`config.mk`:
```
export PLATFORM = sky130hd
export DESIGN_NAME = softmax_stats_top
export DESIGN_NICKNAME = d
export VERILOG_FILES = /design/src/logic/softmax_ctrl_pkg.sv /design/src/logic/softmax_data_pkg.sv /design/src/logic/softmax_stage_if.sv /design/src/logic/exp_shift_unit.sv /design/src/logic/exp_sum_accum.sv /design/src/logic/max_store.sv /design/src/logic/row_ram.sv /design/src/logic/softmax_sequencer.sv /design/src/logic/softmax_stats_top.sv
export VERILOG_INCLUDE_DIRS = /design/src /design/src/logic
export SDC_FILE = /design/constraint.sdc
export NUM_CORES = 1
export LEC_CHECK = 0
export ABC_AREA = 1
export ABC_CLOCK_PERIOD_IN_PS = 6750
export BUFFER_PORTS_ARGS = -buffer_cell sky130_fd_sc_hd__buf_2
export CORE_UTILIZATION = 63
export DETAILED_ROUTE_END_ITERATION = 16
export PLACE_DENSITY = 0.86
export SYNTH_ARGS = -nofsm -noshare
export SYNTH_HDL_FRONTEND = slang
export SYNTH_HIERARCHICAL = 1
export SYNTH_SLANG_ARGS = --single-unit
```
`constraint.sdc`:
```
create_clock -name clk_i -period 6.75 [get_ports clk_i]
set_clock_uncertainty 0.2 [all_clocks]
set_input_delay 1.0125 -clock clk_i [delete_from_list [all_inputs] [get_ports clk_i]]
set_output_delay 1.0125 -clock clk_i [all_outputs]
set_load 0.05 [all_outputs]
```
`src/logic/softmax_cfg.svh`:
```
/*
 * Softmax row statistics configuration
 */
`ifndef SOFTMAX_CFG_SVH
`define SOFTMAX_CFG_SVH

// Elements per score beat
`define SM_N 4
// Rows per tile, at least 3 so a row is never read while still being written
`define SM_ROWS 8
// Beats per row within one tile
`define SM_CHUNKS 2
`define SM_ACC_W 16
`define SM_MAX_TILES 4
`define SM_SEQ_W 8

`endif

```
`src/logic/softmax_ctrl_pkg.sv`:
```
/*
 * Softmax control types: row addresses, chunk and tile counters
 */
`include "softmax_cfg.svh"

package softmax_ctrl_pkg;

  typedef logic [$clog2(`SM_ROWS)-1:0] row_t;

  typedef logic [$clog2(`SM_CHUNKS)-1:0] chunk_t;

  // Tile index, also used for the last tile index of a pass
  typedef logic [$clog2(`SM_MAX_TILES)-1:0] tile_t;

  // Sequence length and absolute column index
  typedef logic [`SM_SEQ_W-1:0] seq_len_t;

endpackage

```
`src/logic/softmax_data_pkg.sv`:
```
/*
 * Softmax data types: scores, beats, exponent shifts and row sums
 */
`include "softmax_cfg.svh"

package softmax_data_pkg;

  typedef logic signed [7:0] elem_t;
  typedef elem_t [`SM_N-1:0] beat_t;
  typedef logic [3:0] shift_t;
  typedef shift_t [`SM_N-1:0] shift_vec_t;
  typedef logic [`SM_ACC_W-1:0] acc_t;
  typedef logic [`SM_N-1:0] mask_t;

  // Shift code of a disabled element
  localparam shift_t shift_off = 4'hF;
  localparam elem_t elem_min = 8'sh80;

  // Difference divided by 32, rounded half up
  function automatic shift_t round_shift(input logic [7:0] diff);
    logic [8:0] biased;
    biased = {1'b0, diff} + 9'd16;
    return shift_t'(biased >> 5);
  endfunction

endpackage

```
`src/logic/softmax_stage_if.sv`:
```
/*
 * Softmax pipeline stage token
 * Row address and position flags of the beat entering stage 1
 */
`timescale 1ns/10ps

interface softmax_stage_if;

  logic                       valid;
  softmax_ctrl_pkg::row_t     row;
  // Tile 0, chunk 0
  logic                       first;
  // Last tile, last chunk
  logic                       last;
  // Column of element 0 of the beat
  softmax_ctrl_pkg::seq_len_t tile_col;

  modport seq (
    output valid, row, first, last, tile_col
  );

  modport sink (
    input valid, row, first, last, tile_col
  );

endinterface

```
`src/logic/exp_shift_unit.sv`:
```
/*
 * Per-element column disabling and power-of-two exponent shifts
 */
`timescale 1ns/10ps
`include "softmax_cfg.svh"

module exp_shift_unit (
  input  logic                         clk_i,
  input  logic                         rst_ni,
  softmax_stage_if.sink                tok_i,
  input  softmax_data_pkg::beat_t      beat_i,
  input  softmax_data_pkg::elem_t      max_i,
  input  softmax_data_pkg::mask_t      mask_i,
  input  softmax_ctrl_pkg::seq_len_t   seq_len_i,
  output softmax_data_pkg::shift_vec_t shift_o,
  output logic                         shift_valid_o
);

  softmax_data_pkg::beat_t      beat_q;
  softmax_data_pkg::elem_t      max_q;
  softmax_data_pkg::mask_t      mask_q;
  logic [`SM_N-1:0][`SM_SEQ_W:0] col;
  logic [`SM_N-1:0]             disable_el;
  softmax_data_pkg::shift_vec_t shift_d;

  // Stage 0 capture, qualified later by the token
  always_ff @(posedge clk_i) begin
    beat_q <= beat_i;
    max_q  <= max_i;
    mask_q <= mask_i;
  end

  always_comb begin
    for (int i = 0; i < `SM_N; i++) begin
      col[i]        = (`SM_SEQ_W + 1)'(tok_i.tile_col + i);
      disable_el[i] = mask_q[i] || (col[i] >= {1'b0, seq_len_i});
      shift_d[i]    = disable_el[i] ? softmax_data_pkg::shift_off
                    : softmax_data_pkg::round_shift(8'(max_q - beat_q[i]));
    end
  end

  always_ff @(posedge clk_i or negedge rst_ni) begin
    if (!rst_ni) begin
      shift_valid_o <= 1'b0;
    end else begin
      shift_valid_o <= tok_i.valid;
    end
  end

  always_ff @(posedge clk_i) begin
    shift_o <= shift_d;
  end

endmodule

```
`src/logic/exp_sum_accum.sv`:
```
/*
 * Row sum memory and accumulation of exponent terms
 * Writes partial sums back and emits the final sum on the last beat
 */
`timescale 1ns/10ps
`include "softmax_cfg.svh"

module exp_sum_accum (
  input  logic                         clk_i,
  input  logic                         rst_ni,
  input  softmax_data_pkg::shift_vec_t shift_i,
  input  logic                         shift_valid_i,
  input  softmax_data_pkg::shift_t     sum_shift_i,
  input  softmax_ctrl_pkg::row_t       row_i,
  input  logic                         first_i,
  input  logic                         last_i,
  input  logic                         valid_i,
  input  softmax_data_pkg::elem_t      max_i,
  output logic                         sum_valid_o,
  output softmax_ctrl_pkg::row_t       sum_row_o,
  output softmax_data_pkg::acc_t       sum_o,
  output softmax_data_pkg::elem_t      row_max_o
);

  softmax_data_pkg::acc_t  stored_sum;
  softmax_data_pkg::acc_t  term_sum;
  softmax_data_pkg::acc_t  prev_sum;
  softmax_data_pkg::acc_t  sum_q;
  softmax_ctrl_pkg::row_t  row_q;
  softmax_data_pkg::elem_t max_q;
  logic                    valid_q;
  logic                    last_q;

  always_comb begin
    term_sum = '0;
    for (int i = 0; i < `SM_N; i++) begin
      if (shift_i[i] != softmax_data_pkg::shift_off) begin
        term_sum = term_sum + softmax_data_pkg::acc_t'(9'h100 >> shift_i[i]);
      end
    end
    // Previous sum rescaled to the new maximum
    prev_sum = first_i ? '0 : (stored_sum >> sum_shift_i);
  end

  always_ff @(posedge clk_i or negedge rst_ni) begin
    if (!rst_ni) begin
      valid_q <= 1'b0;
    end else begin
      valid_q <= valid_i && shift_valid_i;
    end
  end

  always_ff @(posedge clk_i) begin
    sum_q  <= term_sum + prev_sum;
    row_q  <= row_i;
    last_q <= last_i;
    max_q  <= max_i;
  end

  row_ram #(
    .word_t (softmax_data_pkg::acc_t)
  ) i_sum_ram (
    .clk_i     (clk_i              ),
    .rst_ni    (rst_ni             ),
    .rd_addr_i (row_i              ),
    .rd_data_o (stored_sum         ),
    .wr_en_i   (valid_q && !last_q ),
    .wr_addr_i (row_q              ),
    .wr_data_i (sum_q              )
  );

  // Stage 3 emission
  assign sum_valid_o = valid_q && last_q;
  assign sum_row_o   = row_q;
  assign sum_o       = sum_q;
  assign row_max_o   = max_q;

endmodule

```
`src/logic/max_store.sv`:
```
/*
 * Row maximum memory and rescale shift of the previous row sum
 */
`timescale 1ns/10ps

module max_store (
  input  logic                     clk_i,
  input  logic                     rst_ni,
  softmax_stage_if.sink            tok_i,
  input  softmax_data_pkg::elem_t  max_i,
  output softmax_data_pkg::shift_t sum_shift_o,
  output softmax_ctrl_pkg::row_t   row_o,
  output logic                     first_o,
  output logic                     last_o,
  output logic                     valid_o,
  output softmax_data_pkg::elem_t  max_o
);

  softmax_data_pkg::elem_t max_q;
  softmax_data_pkg::elem_t stored_max;
  softmax_data_pkg::elem_t prev_max;

  always_ff @(posedge clk_i) begin
    max_q <= max_i;
  end

  row_ram #(
    .word_t (softmax_data_pkg::elem_t)
  ) i_max_ram (
    .clk_i     (clk_i      ),
    .rst_ni    (rst_ni     ),
    .rd_addr_i (tok_i.row  ),
    .rd_data_o (stored_max ),
    .wr_en_i   (tok_i.valid),
    .wr_addr_i (tok_i.row  ),
    .wr_data_i (max_q      )
  );

  // No stored maximum yet at the start of a row
  assign prev_max = tok_i.first ? softmax_data_pkg::elem_min : stored_max;

  always_ff @(posedge clk_i or negedge rst_ni) begin
    if (!rst_ni) begin
      valid_o <= 1'b0;
    end else begin
      valid_o <= tok_i.valid;
    end
  end

  always_ff @(posedge clk_i) begin
    sum_shift_o <= softmax_data_pkg::round_shift(8'(max_q - prev_max));
    row_o       <= tok_i.row;
    first_o     <= tok_i.first;
    last_o      <= tok_i.last;
    max_o       <= max_q;
  end

endmodule

```
`src/logic/row_ram.sv`:
```
/*
 * Per-row register memory, combinational read and synchronous write
 */
`timescale 1ns/10ps
`include "softmax_cfg.svh"

module row_ram #(
  parameter type word_t = logic [7:0]
) (
  input  logic                   clk_i,
  input  logic                   rst_ni,
  input  softmax_ctrl_pkg::row_t rd_addr_i,
  output word_t                  rd_data_o,
  input  logic                   wr_en_i,
  input  softmax_ctrl_pkg::row_t wr_addr_i,
  input  word_t                  wr_data_i
);

  word_t mem_q [`SM_ROWS];

  assign rd_data_o = mem_q[rd_addr_i];

  always_ff @(posedge clk_i or negedge rst_ni) begin
    if (!rst_ni) begin
      for (int r = 0; r < `SM_ROWS; r++) begin
        mem_q[r] <= '0;
      end
    end else if (wr_en_i) begin
      mem_q[wr_addr_i] <= wr_data_i;
    end
  end

endmodule

```
`src/logic/softmax_sequencer.sv`:
```
/*
 * Stage 0 sequencer: counts rows, chunks and tiles of incoming beats
 * and issues one stage token per beat
 */
`timescale 1ns/10ps
`include "softmax_cfg.svh"

module softmax_sequencer (
  input  logic                    clk_i,
  input  logic                    rst_ni,
  input  logic                    beat_valid_i,
  // Index of the last tile in a pass, tile count minus one
  input  softmax_ctrl_pkg::tile_t num_tiles_i,
  softmax_stage_if.seq            tok_o
);

  softmax_ctrl_pkg::row_t   row_q;
  softmax_ctrl_pkg::chunk_t chunk_q;
  softmax_ctrl_pkg::tile_t  tile_q;
  logic                     row_wrap;
  logic                     chunk_wrap;
  logic                     tile_wrap;

  assign row_wrap   = (row_q == softmax_ctrl_pkg::row_t'(`SM_ROWS - 1));
  assign chunk_wrap = (chunk_q == softmax_ctrl_pkg::chunk_t'(`SM_CHUNKS - 1));
  assign tile_wrap  = (tile_q == num_tiles_i);

  always_ff @(posedge clk_i or negedge rst_ni) begin
    if (!rst_ni) begin
      row_q          <= '0;
      chunk_q        <= '0;
      tile_q         <= '0;
      tok_o.valid    <= 1'b0;
      tok_o.row      <= '0;
      tok_o.first    <= 1'b0;
      tok_o.last     <= 1'b0;
      tok_o.tile_col <= '0;
    end else begin
      tok_o.valid    <= beat_valid_i;
      tok_o.row      <= row_q;
      tok_o.first    <= (tile_q == '0) && (chunk_q == '0);
      tok_o.last     <= tile_wrap && chunk_wrap;
      tok_o.tile_col <= softmax_ctrl_pkg::seq_len_t'(tile_q * (`SM_N * `SM_CHUNKS)
                                                     + chunk_q * `SM_N);
      // Chunk-major order: all rows of a chunk, then the next chunk
      if (beat_valid_i) begin
        row_q <= row_wrap ? '0 : row_q + 1'b1;
        if (row_wrap) begin
          chunk_q <= chunk_wrap ? '0 : chunk_q + 1'b1;
          if (chunk_wrap) begin
            tile_q <= tile_wrap ? '0 : tile_q + 1'b1;
          end
        end
      end
    end
  end

endmodule

```
`src/logic/softmax_stats_top.sv`:
```
/*
 * Softmax row statistics unit: running row maximum and exponent sum
 * over column tiles, final sum and maximum per row
 */
`timescale 1ns/10ps

module softmax_stats_top (
  input  logic                       clk_i,
  input  logic                       rst_ni,
  input  logic                       beat_valid_i,
  input  softmax_data_pkg::beat_t    beat_i,
  // Running row maximum including the current beat
  input  softmax_data_pkg::elem_t    max_i,
  input  softmax_data_pkg::mask_t    mask_i,
  // Index of the last tile, tile count minus one
  input  softmax_ctrl_pkg::tile_t    num_tiles_i,
  input  softmax_ctrl_pkg::seq_len_t seq_len_i,
  output logic                       sum_valid_o,
  output softmax_ctrl_pkg::row_t     sum_row_o,
  output softmax_data_pkg::acc_t     sum_o,
  output softmax_data_pkg::elem_t    row_max_o
);

  softmax_data_pkg::shift_vec_t shift_vec;
  logic                         shift_valid;
  softmax_data_pkg::shift_t     sum_shift;
  softmax_ctrl_pkg::row_t       acc_row;
  logic                         acc_first;
  logic                         acc_last;
  logic                         acc_valid;
  softmax_data_pkg::elem_t      acc_max;

  softmax_stage_if i_stage_if ();

  softmax_sequencer i_sequencer (
    .clk_i        (clk_i       ),
    .rst_ni       (rst_ni      ),
    .beat_valid_i (beat_valid_i),
    .num_tiles_i  (num_tiles_i ),
    .tok_o        (i_stage_if  )
  );

  exp_shift_unit i_exp_shift (
    .clk_i         (clk_i      ),
    .rst_ni        (rst_ni     ),
    .tok_i         (i_stage_if ),
    .beat_i        (beat_i     ),
    .max_i         (max_i      ),
    .mask_i        (mask_i     ),
    .seq_len_i     (seq_len_i  ),
    .shift_o       (shift_vec  ),
    .shift_valid_o (shift_valid)
  );

  max_store i_max_store (
    .clk_i       (clk_i     ),
    .rst_ni      (rst_ni    ),
    .tok_i       (i_stage_if),
    .max_i       (max_i     ),
    .sum_shift_o (sum_shift ),
    .row_o       (acc_row   ),
    .first_o     (acc_first ),
    .last_o      (acc_last  ),
    .valid_o     (acc_valid ),
    .max_o       (acc_max   )
  );

  exp_sum_accum i_sum_accum (
    .clk_i         (clk_i      ),
    .rst_ni        (rst_ni     ),
    .shift_i       (shift_vec  ),
    .shift_valid_i (shift_valid),
    .sum_shift_i   (sum_shift  ),
    .row_i         (acc_row    ),
    .first_i       (acc_first  ),
    .last_i        (acc_last   ),
    .valid_i       (acc_valid  ),
    .max_i         (acc_max    ),
    .sum_valid_o   (sum_valid_o),
    .sum_row_o     (sum_row_o  ),
    .sum_o         (sum_o      ),
    .row_max_o     (row_max_o  )
  );

endmodule

```
Yosys cells after proc, flatten, opt, wreduce, memory -nomap -nowiden

Index checks and enable logic that the tools add are counted.

Register bits after elaboration: 319
Input port bits: 57
Output and inout port bits: 28
Logic and storage cells: 125

Equality and inequality tests: 6
Bitwise gates (word level): 4
Order comparisons: 9
Multiplexer cells: 21
Add/subtract/negate cells: 21
Shift-type cells: 5
Reductions and logical operators: 14

Operators with widths:

| cell                 | number |
|---|---|
| $bwmux 128           | 1 |
| $mux 16              | 8 |
| $add 16x16->16       | 4 |
| $bwmux 64            | 1 |
| $shr 9x4->16 const A | 4 |
| $bmux 16 s3          | 1 |
| $demux 16 s3         | 1 |
| $add 8x5->9 const B  | 5 |
| $sub 8x8->8          | 5 |
| $mux 8               | 4 |
| $ge 9x8->1           | 3 |
| $bmux 8 s3           | 1 |
| $demux 8 s3          | 1 |
| $add 8x2->9 const B  | 2 |
| $ne 4x4->1 const B   | 4 |
| $shr 16x4->16        | 1 |
| $ge 4x4->1 const B   | 3 |
| $not 3->4            | 3 |
| $add 8x1->9 const B  | 1 |
| $ge 8x8->1           | 1 |
| $lt 4x1->1 const B   | 2 |
| $add 5x3->6          | 1 |
| $logic_and 1x1->1    | 6 |
| $logic_or 1x1->1     | 4 |
| 13 further kinds     | 13 |

Logic depth before layout (Yosys ltp)

Gate-level depths: netlist (run 1).

Depth in word-level cells: 9
Gate-level depth with buffers: 42
Gate-level depth less buffers: 42

Cells and area by module

The synthesis (run 1) kept the hierarchy.

Modules (own cells, without submodules):

| module                          | times used | cells each | sequential area each (um^2) | area an instance (um^2) |
|---|---|---|---|---|
| row_ram (i_sum_accum.i_sum_ram) | 1          | 867        | 3203.1                      | 6297.3 |
| exp_shift_unit                  | 1          | 575        | 1226.2                      | 4122.7 |
| exp_sum_accum                   | 1          | 680        | 585.6                       | 4033.9 |
| row_ram (i_max_store.i_max_ram) | 1          | 439        | 1601.5                      | 3189.3 |
| max_store                       | 1          | 109        | 525.5                       | 994.7 |
| softmax_sequencer               | 1          | 58         | 375.4                       | 608.1 |

Least setup slack after synthesis (run 1)

OpenSTA, ideal clock, no wires.

Kind: register to register
Start point: reg i_exp_shift/shift_o[0] (netlist name)
End point: reg i_sum_accum.sum_q[14] (netlist: i_sum_accum/sum_o[14])
Required time: 6432 ps
Stages on the path, launching flop included: 35
Period minus slack after synthesis: 5079 ps
Path buffers: 0
Path slack: 1671 ps
Setup time: 118 ps
Arrival time: 4761 ps
Cell sequence: dfxtp_1 > or2_1 > nor3_2 > ha_1 > inv_1 > fa_1 > inv_1 > nand3_1 > nand2_2 > a21oi_1 > o21ai_2 > nand2_2 > ha_1 > a21oi_1 > nand2_1 > inv_1 > nand2_1 > xnor2_1 > nand2_1 > and2_1 > ha_1 > inv_1 > o21bai_1 > o21bai_1 > or2_2 > nand3_1 > nand2_1 > ha_1 > nand2_1 > or2_1 > nand3_1 > nand2_1 > nand3_1 > nand2_1 > xor2_1

Cells in the longest elaborated chain, start to end: 9
Elaborated cells on any way between the ends: 10
Those cells by class: 4 x add/sub; 1 x eq/ne; 1 x shift; 4 x mux

RTL lines:

| what                                       | RTL line                                 | text |
|---|---|---|
| start, declared                            | exp_shift_unit.sv:15                     | `output softmax_data_pkg::shift_vec_t shift_o,` |
| start signal, assigned                     | exp_shift_unit.sv:51                     | `shift_o <= shift_d;` |
| $shr 9x4->16 or $ne 4x4->1 (tied branches) | exp_sum_accum.sv:38, exp_sum_accum.sv:37 |  |
| $mux 16 (*)                                | exp_sum_accum.sv:37                      | `if (shift_i[i] != softmax_data_pkg::shift_off) begin` |
| $add 16x16->16                             | exp_sum_accum.sv:38                      | `term_sum = term_sum + softmax_data_pkg::acc_t'(9'h100 >> shift_i[i]);` |
| $mux 16 (*)                                | exp_sum_accum.sv:37                      |  |
| $add 16x16->16                             | exp_sum_accum.sv:38                      |  |
| $mux 16 (*)                                | exp_sum_accum.sv:37                      |  |
| $add 16x16->16                             | exp_sum_accum.sv:38                      |  |
| $mux 16 (*)                                | exp_sum_accum.sv:37                      |  |
| $add 16x16->16 (*)                         | exp_sum_accum.sv:54                      | `sum_q <= term_sum + prev_sum;` |
| end signal, assigned                       | exp_sum_accum.sv:54                      |  |
| end, declared                              | exp_sum_accum.sv:28                      | `softmax_data_pkg::acc_t sum_q;` |

Mark *: on every way between the ends. The rest lies on a longest branch, timed or not.
A chain may end at the register's enable or synchronous reset.

Worst setup path after layout (run 1)

Same ends and word-level chain as after synthesis.

==> summary.md, run 1 <==
| Metric | Value |
|---|---|
| Status | `finished clean` |
| Max_cap viols | `0` |
| Post-synthesis register bit count | `323` |
| Worst slew margin | `11.9%` |
| I/O pin total | `85` |
| CTS root buf | `clkbuf_16` |
| Pin count of the biggest net entering global routing | `129` |
| Antenna-violating nets left | `0` |
| Peak Freq | `172 MHz` |
| CTS sink cnt | `323` |
| Crit path top cell by count | `nand2_1` |
| Leakage | `11.5 nW` |
| Worst hold path type | `flop to flop` |
| Fillcell total | `2372` |
| Placer Congestion | `0.915` |
| Actual slew at the worst max-slew pin | `1320 ps` |
| Syn avg cell area | `7.05 um2` |
| Crit-path max FO | `4` |
| Syn. warnings | `6` |
| Unrepaired setup endpoints after global routing | `no` |
| Post-Syn Instances | `2728` |
| Critical Setup Path Class | `flop to flop` |
| R2R cell count | `36` |
| Final setup TNS | `0 ps` |
| GRT Overall Usage | `30.5%` |
| WHS | `125 ps` |
| Multi-input logic area | `9540 um2` |
| Core Area | `29900 um2` |
| Area delta synth->final | `8.91%` |
| NumNets Final | `2949` |
| Worst Setup End Kind | `flop` |
| Required time worst endpoint | `6930 ps` |
| First-pass GRT wire length | `77.4 mm` |
| Worst-path clk slew | `60 ps` |
| Worst hold path cell count | `0` |
| IO buf count | `84` |
| Max VDD drop | `302 uV` |
| Top FF cell, synth | `dfrtp_1` |
| Min-delay src | `i_max_store/max_o[3]` |
| Unique masters post-synth | `55` |
| Final hold viol count | `0` |
| Routed via count | `17218` |
| Clk buf depth | `3` |
| CTS tree | `done` |
| Starting Density | `64.4%` |
| Die Area | `31300 um2` |
| WHS Endpoint | `i_sum_accum/row_max_o[3]` |
| Cell Pwr Density | `451 nW/um2` |
| Post-synthesis sequential area ratio | `39.1%` |
| CTS buffer count | `36` |
| Crit start category | `flop` |
| Resized cells post-CTS | `0` |
| DR WL/cell | `14.6 um` |
| Clk_lat worst skew | `530 ps` |
| DRT iter0 DRCs | `1532` |
| Count of final setup violators | `0` |
| Most common cell after layout, fill and taps aside | `nand2_1` |
| Vias in the first global route | `16409` |
| Overflow left after global routing | `0` |
| Slowest-stage cell, CP | `fa_1` |
| Die height | `177 um` |
| Worst EP arrival | `5990 ps` |
| CTS HTree Levels | `2` |
| Initial antenna violation count | `2` |
| Netlist Area Pre-Place | `19200 um2` |
| Flop2flop setup slack | `940 ps` |
| Commonest non-fill, non-tap cells in the layout | `nand2_1 (937), inv_1 (435), dfrtp_1 (210), nand3_1 (190), o21ai_0 (157)` |
| Hold Buf Count CTS | `0` |
| Period utilization | `86.1%` |
| Setup bufs post-CTS | `0` |
| Crit Reg-Reg Startpoint | `i_exp_shift/shift_o[0]` |
| Detailed Route WL | `46.5 mm` |
| Tmin final | `5810 ps` |
| DRC viols | `0` |
| Std-Cell Rows | `63` |
| Drt via density | `5.39` |
| Register area | `7520 um2` |
| Drt pass-1 iters | `6` |
| Post-synth EDFFs | `0` |
| DPL Wire Length | `32.6 mm` |
| Reg2reg end | `i_sum_accum/sum_o[14]` |
| Final Max Slew Viols | `0` |
| Die width | `177 um` |
| Tot Pwr | `0.00944 W` |
| Worst path max stage delay | `420 ps` |
| Share of layout cells above drive strength 1 | `9.52%` |
| Async SR Flop Fraction | `65.0%` |
-- flip-flops by register name, indices dropped and copies added (netlist names), 4 cells and up --
register / count
i_exp_shift/beat_q: 32
i_exp_shift/shift_o: 16
i_sum_accum/sum_o: 16
i_max_store/max_o: 8
i_max_store/max_q: 8
i_exp_shift/max_q: 8
i_sum_accum/i_sum_ram/mem_q: 128
i_max_store/sum_shift_o: 4
i_max_store/i_max_ram/mem_q: 64
i_sum_accum/row_max_o: 8
i_exp_shift/mask_q: 4
-- worst max-delay path, delay by kind of cell, from the launching register on --
family	cells	cell delay, ps
buffers and inverters	5	370
XOR/XNOR	2	280
AND/OR/NAND/NOR	19	2140
AO/OA/AOI/OAI	5	730
adder cells (fa/ha/maj)	5	1620
flip-flops	1	320
-- routing by layer --
| layer | GRT usage (%) | part of all wire, % |
|---|---|---|
| met3 | 4.92 | 6.7 |
| met1 | 39.5 | 43 |
| met2 | 51.3 | 47 |
| met4 | 10.8 | 3.3 |
| met5 | 0 | 0 |
-- through the flow --
stage / util (%) / area (um2) / std cells / setup WS [ps]
finish: 70.2 / 21000 / 3195 / 937
global route: 70.2 / 21000 / 3195 / 307
CTS: 70.2 / 21000 / 3194 / 999
detailed placement: 66.1 / 19800 / 3129 / 1060
global placement: 66.1 / 19800 / 3129 / 1220
floorplan: - / 19300 / 2732 / 1670
-- cell usage after synthesis, types with 4 or more instances --
master      n  area [um2]
buf_1       4        15.0
inv_2      15        56.3
buf_4       9        67.6
clkbuf_1   19        71.3
nor3_4      4        65.1
nand3_2    12         120
o21bai_1    4        30.0
buf_6      11         124
o21ai_0   157         786
nor3_1      7        35.0
nor2_2      9        56.3
xnor2_1    14         123
fa_1        4        80.1
o21ai_1    75         375
dfrtp_1   210        5260
dfxtp_1   113        2260
inv_1     435        1630
nor2_1    114         428
and2_1      5        31.3
o21a_1      6        45.0
a21oi_1    56         280
ha_1      111        1390
mux2i_1     4        40.0
a21oi_2    10        87.6
nand2_1   937        3520
or2_1       6        37.5
a31oi_1     4        25.0
nand3b_1    4        30.0
nand2_2    43         269
xor2_1     32         280
nand3_1   190         951
buf_2      43         215
o21ai_2    10        87.6
nand4_1    19         119
-- cell families after synthesis --
| family | share of synthesized area, % |
|---|---|
| AOI/OAI and AO/OA | 9.63 |
| xor gates and xnor gates | 2.09 |
| adders and majority gates | 7.63 |
| buffers and inverters | 11.5 |
| DFF | 39.1 |
| muxes | 0.267 |
| other | 0.0195 |
| and+or+nand+nor | 29.8 |
-- how the worst max path moves through the flow --
| stage | from | to | cells past startpoint |
|---|---|---|---|
| floorplan | i_exp_shift/shift_o[0] | i_sum_accum/sum_o[14] | 34 |
| global placement | i_exp_shift/shift_o[0] | i_sum_accum/sum_o[14] | 36 |
| detailed placement | i_exp_shift/shift_o[0] | i_sum_accum/sum_o[14] | 36 |
| CTS | i_exp_shift/shift_o[0] | i_sum_accum/sum_o[14] | 36 |
| global route | i_exp_shift/shift_o[0] | i_sum_accum/sum_o[14] | 36 |
| finish | i_exp_shift/shift_o[0] | i_sum_accum/sum_o[14] | 36 |
-- cell type report --
| class | instances | share of cell area [%] |
|---|---|---|
| multi-input combinational | 1868 | 45.5 |
| sequential | 323 | 35.9 |
| antenna | 1 | 0.0119 |
| tap | 390 | 2.33 |
| clock inverter | 8 | 0.454 |
| clock buffer | 57 | 5.27 |
| inverter | 453 | 8.14 |
| timing repair buffer | 95 | 2.44 |
-- power breakdown --
group / internal (W) / switching [W] / leakage (nW)
registers: 0.00259 / 0.000499 / 3.65
clock network: 0.00117 / 0.000785 / 0.587
logic: 0.00147 / 0.00293 / 7.29
total: 0.00523 / 0.00421 / 11.5
Note: power is estimated with default switching activity, not from simulation.
==> inputs of run 2 (changes only) <==
Settings changed: ABC_AREA 1 to default, ABC_CLOCK_PERIOD_IN_PS 6750 to 6900, CORE_UTILIZATION 63 to 64, PLACE_DENSITY 0.86 to 0.88.
Clock period 6.75 ns to 6.9 ns, I/O delays scaled along.
==> summary.md, run 2 <==
| Metric | Value |
|---|---|
| Status | `finished clean` |
| Drt via density | `6.31 (+17%)` |
| Syn avg cell area | `12.2 um2 (+73%)` |
| Die height | `168 um (-5.0%)` |
| Die width | `168 um (-5.0%)` |
| Biggest registers after layout | `i_sum_accum/i_sum_ram/mem_q (128), i_max_store/i_max_ram/mem_q (64), i_exp_shift/beat_q (32)` |
| Overflow left after global routing | `0 (unchanged)` |
| DRT iter0 DRCs | `906 (-41%)` |
| WHS | `130 ps (+5.00 ps)` |
| Pin count of the biggest net entering global routing | `113 (-12%)` |
| DRC viols | `0 (unchanged)` |
| Post-synth top cells | `mux2_2 (226), dfrtp_1 (210), dfxtp_1 (113)` |
| NumNets Final | `1692 (-43%)` |
| IO buf count | `84 (unchanged)` |
| Required time worst endpoint | `7110 ps (+180 ps)` |
| Tot Pwr | `0.00763 W (-19%)` |
| Tmin final | `6550 ps (+737 ps)` |
| Min-delay src | `i_max_store/max_o[6]` |
| Commonest non-fill, non-tap cells in the layout | `mux2_2 (226), dfrtp_1 (210), ha_1 (111), dfxtp_1 (108), buf_2 (83)` |
| Count leader, synth | `mux2_2` |
| Layout Utilization | `72.1% (+2.0 points)` |
| DPL Wire Length | `26.2 mm (-20%)` |
| Resized cells post-CTS | `0 (unchanged)` |
| Worst hold path cell count | `0 (unchanged)` |
| Period utilization | `94.9% (+8.8 points)` |
| Netlist Area Pre-Place | `17600 um2 (-8.5%)` |
| Mux share of post-synthesis cell area | `24.0% (+24 points)` |
| Actual slew at the worst max-slew pin | `1300 ps (-14.8 ps)` |
| Area fraction in compound gates after synthesis | `8.30% (-1.3 points)` |
| WHS Endpoint | `i_sum_accum/row_max_o[6]` |
| Post-Synth Adder-Cell Area | `8.34% (+0.71 points)` |
| GRT Overall Usage | `28.5% (-1.9 points)` |
| Dpl ws | `239 ps (-822 ps)` |
| Top FF cell, synth | `dfrtp_1` |
| Most common cell after layout, fill and taps aside | `mux2_2` |
| Clk buf depth | `3 (unchanged)` |
| R2R cell count | `28 (-22%)` |
| Simple-Gate Fraction of Synth Area | `9.06% (-21 points)` |
| Vias in the first global route | `12470 (-24%)` |
| Crit Reg-Reg Startpoint | `i_exp_shift/shift_o[6]` |
| Final hold viol count | `0 (unchanged)` |
| Core Area | `27000 um2 (-9.8%)` |
| Fillcell total | `1654 (-30%)` |
| Drt pass-1 iters | `5 (-1)` |
| Crit path top cell by count | `ha_1` |
| Detailed Route WL | `38.9 mm (-16%)` |
| Slowest-stage cell, CP | `fa_1` |
| Clk_lat worst skew | `530 ps (about the same)` |
| DR WL/cell | `20.6 um (+42%)` |
| Placer Congestion | `0.898 (-1.9%)` |
| Flop2flop setup slack | `350 ps (-590 ps)` |
| Worst EP arrival | `6760 ps (+770 ps)` |
| Post-synth EDFFs | `0 (unchanged)` |
| Worst Setup End Kind | `flop` |
| Worst path max stage delay | `390 ps (-30 ps)` |
| Worst-path clk slew | `60 ps (about the same)` |
| CTS root buf | `clkbuf_16` |
| CTS tree | `done` |
| Area delta synth->final | `10.4%` |
| Xor/xnor share of the synthesized area | `4.23% (+2.1 points)` |
| Final Max Slew Viols | `0 (unchanged)` |
| Worst slew margin | `11.9% (+0.015 points)` |
| Crit start category | `flop` |
| Synth top area share | `29.8% (+2.5 points)` |
| Hold Buf Count CTS | `0 (unchanged)` |
| Main combinational cell family by area after synthesis | `multiplexers` |
| Setup ws final | `351 ps (-587 ps)` |
| Max_cap viols | `0 (unchanged)` |
| Post-Syn Instances | `1442 (-47%)` |
| First-pass GRT wire length | `63.6 mm (-18%)` |
| I/O pin total | `85 (unchanged)` |
| Largest Register | `i_sum_accum/i_sum_ram/mem_q` |
| Syn. warnings | `6 (unchanged)` |
| Routed via count | `11911 (-31%)` |
| Die Area | `28200 um2 (-9.8%)` |
| Crit-path max FO | `7 (+3)` |
| Max reg flops | `128 (unchanged)` |
| Leakage | `9.24 nW (-20%)` |
| Post-Layout Inst Area | `19400 um2 (-7.2%)` |
| Yosys top cell by area | `dfrtp_1` |
| Unique masters post-synth | `85 (+55%)` |
| Reg2reg end | `i_sum_accum/sum_o[13]` |
| CTS buffer count | `35 (-2.8%)` |
| CTS HTree Levels | `2 (unchanged)` |
| Setup bufs post-CTS | `0 (unchanged)` |
| Peak Freq | `153 MHz (-11%)` |
| Std-Cell Rows | `60 (-4.8%)` |
| Antenna-violating nets left | `0 (unchanged)` |
| Initial antenna violation count | `1 (-1)` |
| Post-synthesis sequential area ratio | `42.7% (+3.6 points)` |
| Post-synthesis register bit count | `323 (unchanged)` |
| Max VDD drop | `294 uV (-2.5%)` |
| Share of layout cells above drive strength 1 | `28.0% (+18 points)` |
| Critical Setup Path Class | `flop to flop` |
| Worst hold path type | `flop to flop` |
| Dominant cells by area after synthesis | `dfrtp_1 (30%), mux2_2 (14%), dfxtp_1 (13%)` |
| Count of final setup violators | `0 (unchanged)` |
| Placed cell areas | `18200 um2 (-7.7%)` |
| Starting Density | `65.4% (+0.94 points)` |
| CTS sink cnt | `323 (unchanged)` |
| Async SR Flop Fraction | `65.0% (unchanged)` |
| Cell Pwr Density | `393 nW/um2 (-13%)` |
==> run 2: cell count changes after synthesis, moves of 26 or more <==
cell	change
nand2_2	-43
o21ai_1	-73
inv_1	-372
mux2_2	+225
nand2_1	-886
mux4_1	+43
xnor2_1	+35
nor2_1	-59
o21ai_0	-112
nand2b_1	+26
nand3_1	-170
nor3_1	+26
==> run 2: worst max-delay path: cells and delay by family (launching register included) <==
| family | cells | cell delay (ps) |
|---|---|---|
| AOI/OAI and AO/OA | 12 | 2280 |
| xor gates and xnor gates | 1 | 150 |
| adders and majority gates | 5 | 1470 |
| buffers and inverters | 1 | 60 |
| DFF | 1 | 370 |
| muxes | 1 | 280 |
| and+or+nand+nor | 8 | 1630 |
==> run 2: worst max-delay path by stage <==
stage	startpoint	to	slack (ps)	cells after the start
after floorplan	i_exp_shift/shift_o[0]	i_sum_accum/sum_o[13]	780	28
after global placement	i_exp_shift/shift_o[0]	i_sum_accum/sum_o[13]	380	28
after detailed placement	i_exp_shift/shift_o[3]	i_sum_accum/sum_o[13]	240	28
after CTS	i_exp_shift/shift_o[3]	i_sum_accum/sum_o[13]	210	28
after global routing	i_exp_shift/shift_o[2]	i_sum_accum/sum_o[14]	-30	27
final	i_exp_shift/shift_o[6]	i_sum_accum/sum_o[13]	350	28
==> run 2: kinds of logic (layout without fill, tap and decap cells) <==
kind of cell               after synthesis  after routing
buffers and inverters                  121            222
and+or+nand+nor                        279            279
DFF                                    323            323
adders and majority gates              115            115
muxes                                  308            308
other                                    1              6
xor gates and xnor gates                80             80
AOI/OAI and AO/OA                      215            215
==> run 2: power breakdown <==
part | switching (W) | internal [W] | leakage [nW] | total, W
clock | 0.000762 | 0.00110 | 0.575 | 0.00186
sequential | 0.000606 | 0.00239 | 3.67 | 0.00300
combinational | 0.00132 | 0.00146 | 4.99 | 0.00277
==> run 2: metrics by stage <==
| stage | setup TNS (ps) | instances |
|---|---|---|
| final | 0 | 1889 |
| after global routing | -54.3 | 1889 |
| after CTS | 0 | 1888 |
| after detailed placement | 0 | 1824 |
| after global placement | 0 | 1824 |
| after floorplan | 0 | 1446 |
==> run 2: final cells by class <==
type	count	area [um2]	share of cell area, %
clock inverters	17	211	1.09
inverters	63	236	1.22
repair buffers	95	512	2.63
clock buffers	47	951	4.89
diodes	1	2.50	0.0129
well taps	341	427	2.19
flip-flops and latches	323	7520	38.7
multi-input cells	1002	9580	49.3
==> run 2: routing by layer <==
layer	global-route usage [%]	wire (um)	up-vias
li1	-	-	5510
met1	35.4	15900	5899
met2	49.8	19600	395
met3	4.63	2170	107
met4	11.6	1290	0
met5	0	0	-
==> inputs of run 3 (changes only) <==
--- a/config.mk
+++ b/config.mk
@@ -9,4 +9,5 @@
 export ABC_CLOCK_PERIOD_IN_PS = 6900
 export BUFFER_PORTS_ARGS = -buffer_cell sky130_fd_sc_hd__buf_2
+export CAP_MARGIN = 20
 export CORE_UTILIZATION = 64
 export DETAILED_ROUTE_END_ITERATION = 16
==> constraint.sdc (replaced) <==
create_clock -name clk_i -period 6.9 [get_ports clk_i]
set_clock_uncertainty 0.2 [all_clocks]
set_input_delay 1.38 -clock clk_i [delete_from_list [all_inputs] [get_ports clk_i]]
set_output_delay 1.38 -clock clk_i [all_outputs]
set_load 0.05 [all_outputs]
==> summary.md, run 3 (same netlist as run 2, synthesis figures left out) <==
| Metric | Value |
|---|---|
| Status | `finished clean` |
| Routed via count | `12062 (+1.3%)` |
| Detailed Route WL | `39.2 mm (+0.73%)` |
| Die height | `168 um (unchanged)` |
| First-pass GRT wire length | `64.2 mm (+0.91%)` |
| GRT Overall Usage | `28.7% (+0.16 points)` |
| Largest Register | `i_sum_accum/i_sum_ram/mem_q` |
| Fillcell total | `1665 (+0.67%)` |
| Crit path buffers/inverters | `1 (unchanged)` |
| Placer Congestion | `0.898 (unchanged)` |
| Worst-path clk slew | `60 ps (about the same)` |
| Biggest registers after layout | `i_sum_accum/i_sum_ram/mem_q (128), i_max_store/i_max_ram/mem_q (64), i_exp_shift/beat_q (32)` |
| DPL Wire Length | `26.0 mm (-0.64%)` |
| WHS | `127 ps (-2.95 ps)` |
| Dpl ws | `200 ps (-38.5 ps)` |
| Count of final setup violators | `0 (unchanged)` |
| IO buf count | `84 (unchanged)` |
| Worst EP arrival | `6690 ps (-70 ps)` |
| DRT iter0 DRCs | `932 (+2.9%)` |
| Clk_lat worst skew | `520 ps (about the same)` |
| Actual slew at the worst max-slew pin | `1040 ps (-267 ps)` |
| CTS root buf | `clkbuf_16` |
| Initial antenna violation count | `1 (unchanged)` |
| Final Max Slew Viols | `0 (unchanged)` |
| Placed Cells | `1826 (+0.11%)` |
| Comb power frac | `36.1% (-0.2 points)` |
| NumNets Final | `1693 (+0.059%)` |
| Leakage | `9.24 nW (about the same)` |
| Tot Pwr | `0.00769 W (+0.77%)` |
| Commonest non-fill, non-tap cells in the layout | `mux2_2 (226), dfrtp_1 (210), ha_1 (109), dfxtp_1 (107), buf_2 (85)` |
| Internal | `0.00502 W (+1.5%)` |
| Crit path top cell by count | `ha_1` |
| Worst hold path type | `flop to flop` |
| I/O pin total | `85 (unchanged)` |
| DR WL/cell | `20.8 um (+0.78%)` |
| Drt pass-1 iters | `6 (+1)` |
| Starting Density | `65.4% (unchanged)` |
| Peak Freq | `154 MHz (+1.1%)` |
| DRC viols | `0 (unchanged)` |
| Pin count of the biggest net entering global routing | `113 (unchanged)` |
| Die width | `168 um (unchanged)` |
| Slowest-stage cell, CP | `ha_1` |
| Worst path max stage delay | `390 ps (about the same)` |
| Setup ws final | `421 ps (+70.0 ps)` |
| Area delta synth->final | `10.7%` |
| Switch share | `34.7% (-0.46 points)` |
| Clk buf depth | `3 (unchanged)` |
| Core Area | `27000 um2 (unchanged)` |
| Worst Setup End Kind | `flop` |
| Tmin final | `6480 ps (-70.0 ps)` |
| Die Area | `28200 um2 (unchanged)` |
| Max VDD drop | `333 uV (+13%)` |
| Vias in the first global route | `12590 (+0.96%)` |
| Critical Setup Path Class | `flop to flop` |
| Clock share of power | `25.0% (+0.6 points)` |
| Setup bufs post-CTS | `0 (unchanged)` |
| Sw power | `0.00267 W (-0.55%)` |
| Hold Buf Count CTS | `0 (unchanged)` |
| Std-Cell Rows | `60 (unchanged)` |
| Crit-path max FO | `7 (unchanged)` |
| Fin cells | `1888 (-0.053%)` |
| CP top delay family | `compound AO/OA/AOI/OAI gates` |
| Max reg flops | `128 (unchanged)` |
| CTS sink cnt | `323 (unchanged)` |
| Layout Utilization | `72.4% (+0.21 points)` |
| Worst slew margin | `30.8% (+19 points)` |
| Period utilization | `93.9% (-1.0 points)` |
| Final hold viol count | `0 (unchanged)` |
| CTS HTree Levels | `2 (unchanged)` |
| Crit start category | `flop` |
| Max_cap viols | `0 (unchanged)` |
| Required time worst endpoint | `7110 ps (about the same)` |
| Flop pwr share | `38.9% (-0.4 points)` |
| Overflow left after global routing | `0 (unchanged)` |
| Drt via density | `6.39 (+1.3%)` |
| Share of layout cells above drive strength 1 | `28.3% (+0.28 points)` |
| CTS tree | `done` |
| CTS buffer count | `34 (-2.9%)` |
| Most common cell after layout, fill and taps aside | `mux2_2` |
| Antenna-violating nets left | `0 (unchanged)` |
| Cell Pwr Density | `394 nW/um2 (+0.47%)` |
## run 3: power groups by stage
stage                     combinational (W)  clock [W]  sequential [W]
after global placement              0.00255          0         0.00295
after floorplan                     0.00229          0         0.00274
after CTS                           0.00274    0.00196         0.00298
after detailed placement            0.00266          0         0.00300
final                               0.00277    0.00192         0.00299
after global routing                0.00297    0.00204         0.00307
## run 3: routing by layer
layer  wire, um  track usage [%]
met5          0                0
met4       1220             10.9
met3       1990             4.35
met2      19800             50.3
met1      16200             35.8
## run 3: layout make-up
type	count	area (um2)	area share (%)
Clock inverter	12	188	0.962
Antenna cell	1	2.50	0.0128
Multi-Input combinational cell	1002	9600	49.2
Sequential cell	323	7520	38.6
Tap cell	341	427	2.19
Timing Repair Buffer	97	522	2.68
Inverter	63	236	1.21
Clock buffer	49	1000	5.13
## run 3: final timing paths
path | start | endpoint | slack (ps) | depth (start not counted)
worst max-delay path | i_exp_shift/shift_o[0] | i_sum_accum/sum_o[13] | 420 | 27
min in group asynchronous | rst_ni | i_sum_accum/i_sum_ram/mem_q[9] | 760 | 1
worst min register to register | i_max_store/max_o[2] | i_sum_accum/row_max_o[2] | 130 | 0
worst min-delay path | i_max_store/max_o[2] | i_sum_accum/row_max_o[2] | 130 | 0
max in group asynchronous | rst_ni | i_max_store/i_max_ram/mem_q[2] | 4430 | 2
worst max register to register | i_exp_shift/shift_o[0] | i_sum_accum/sum_o[13] | 420 | 27
## run 3: metrics by stage
stage	setup TNS [ps]	area, um2
finish	0	19500
global route	-33.4	19500
CTS	0	19400
detailed placement	0	18200
global placement	0	18200
floorplan	0	17600
## run 3: what timing repair did
| action | 4_1_cts | 5_1_grt |
|---|---|---|
| setup endpoints to repair | 0 | 3 |
| resized for setup | 0 | 16 |
| hold endpoints to repair | 0 | 0 |
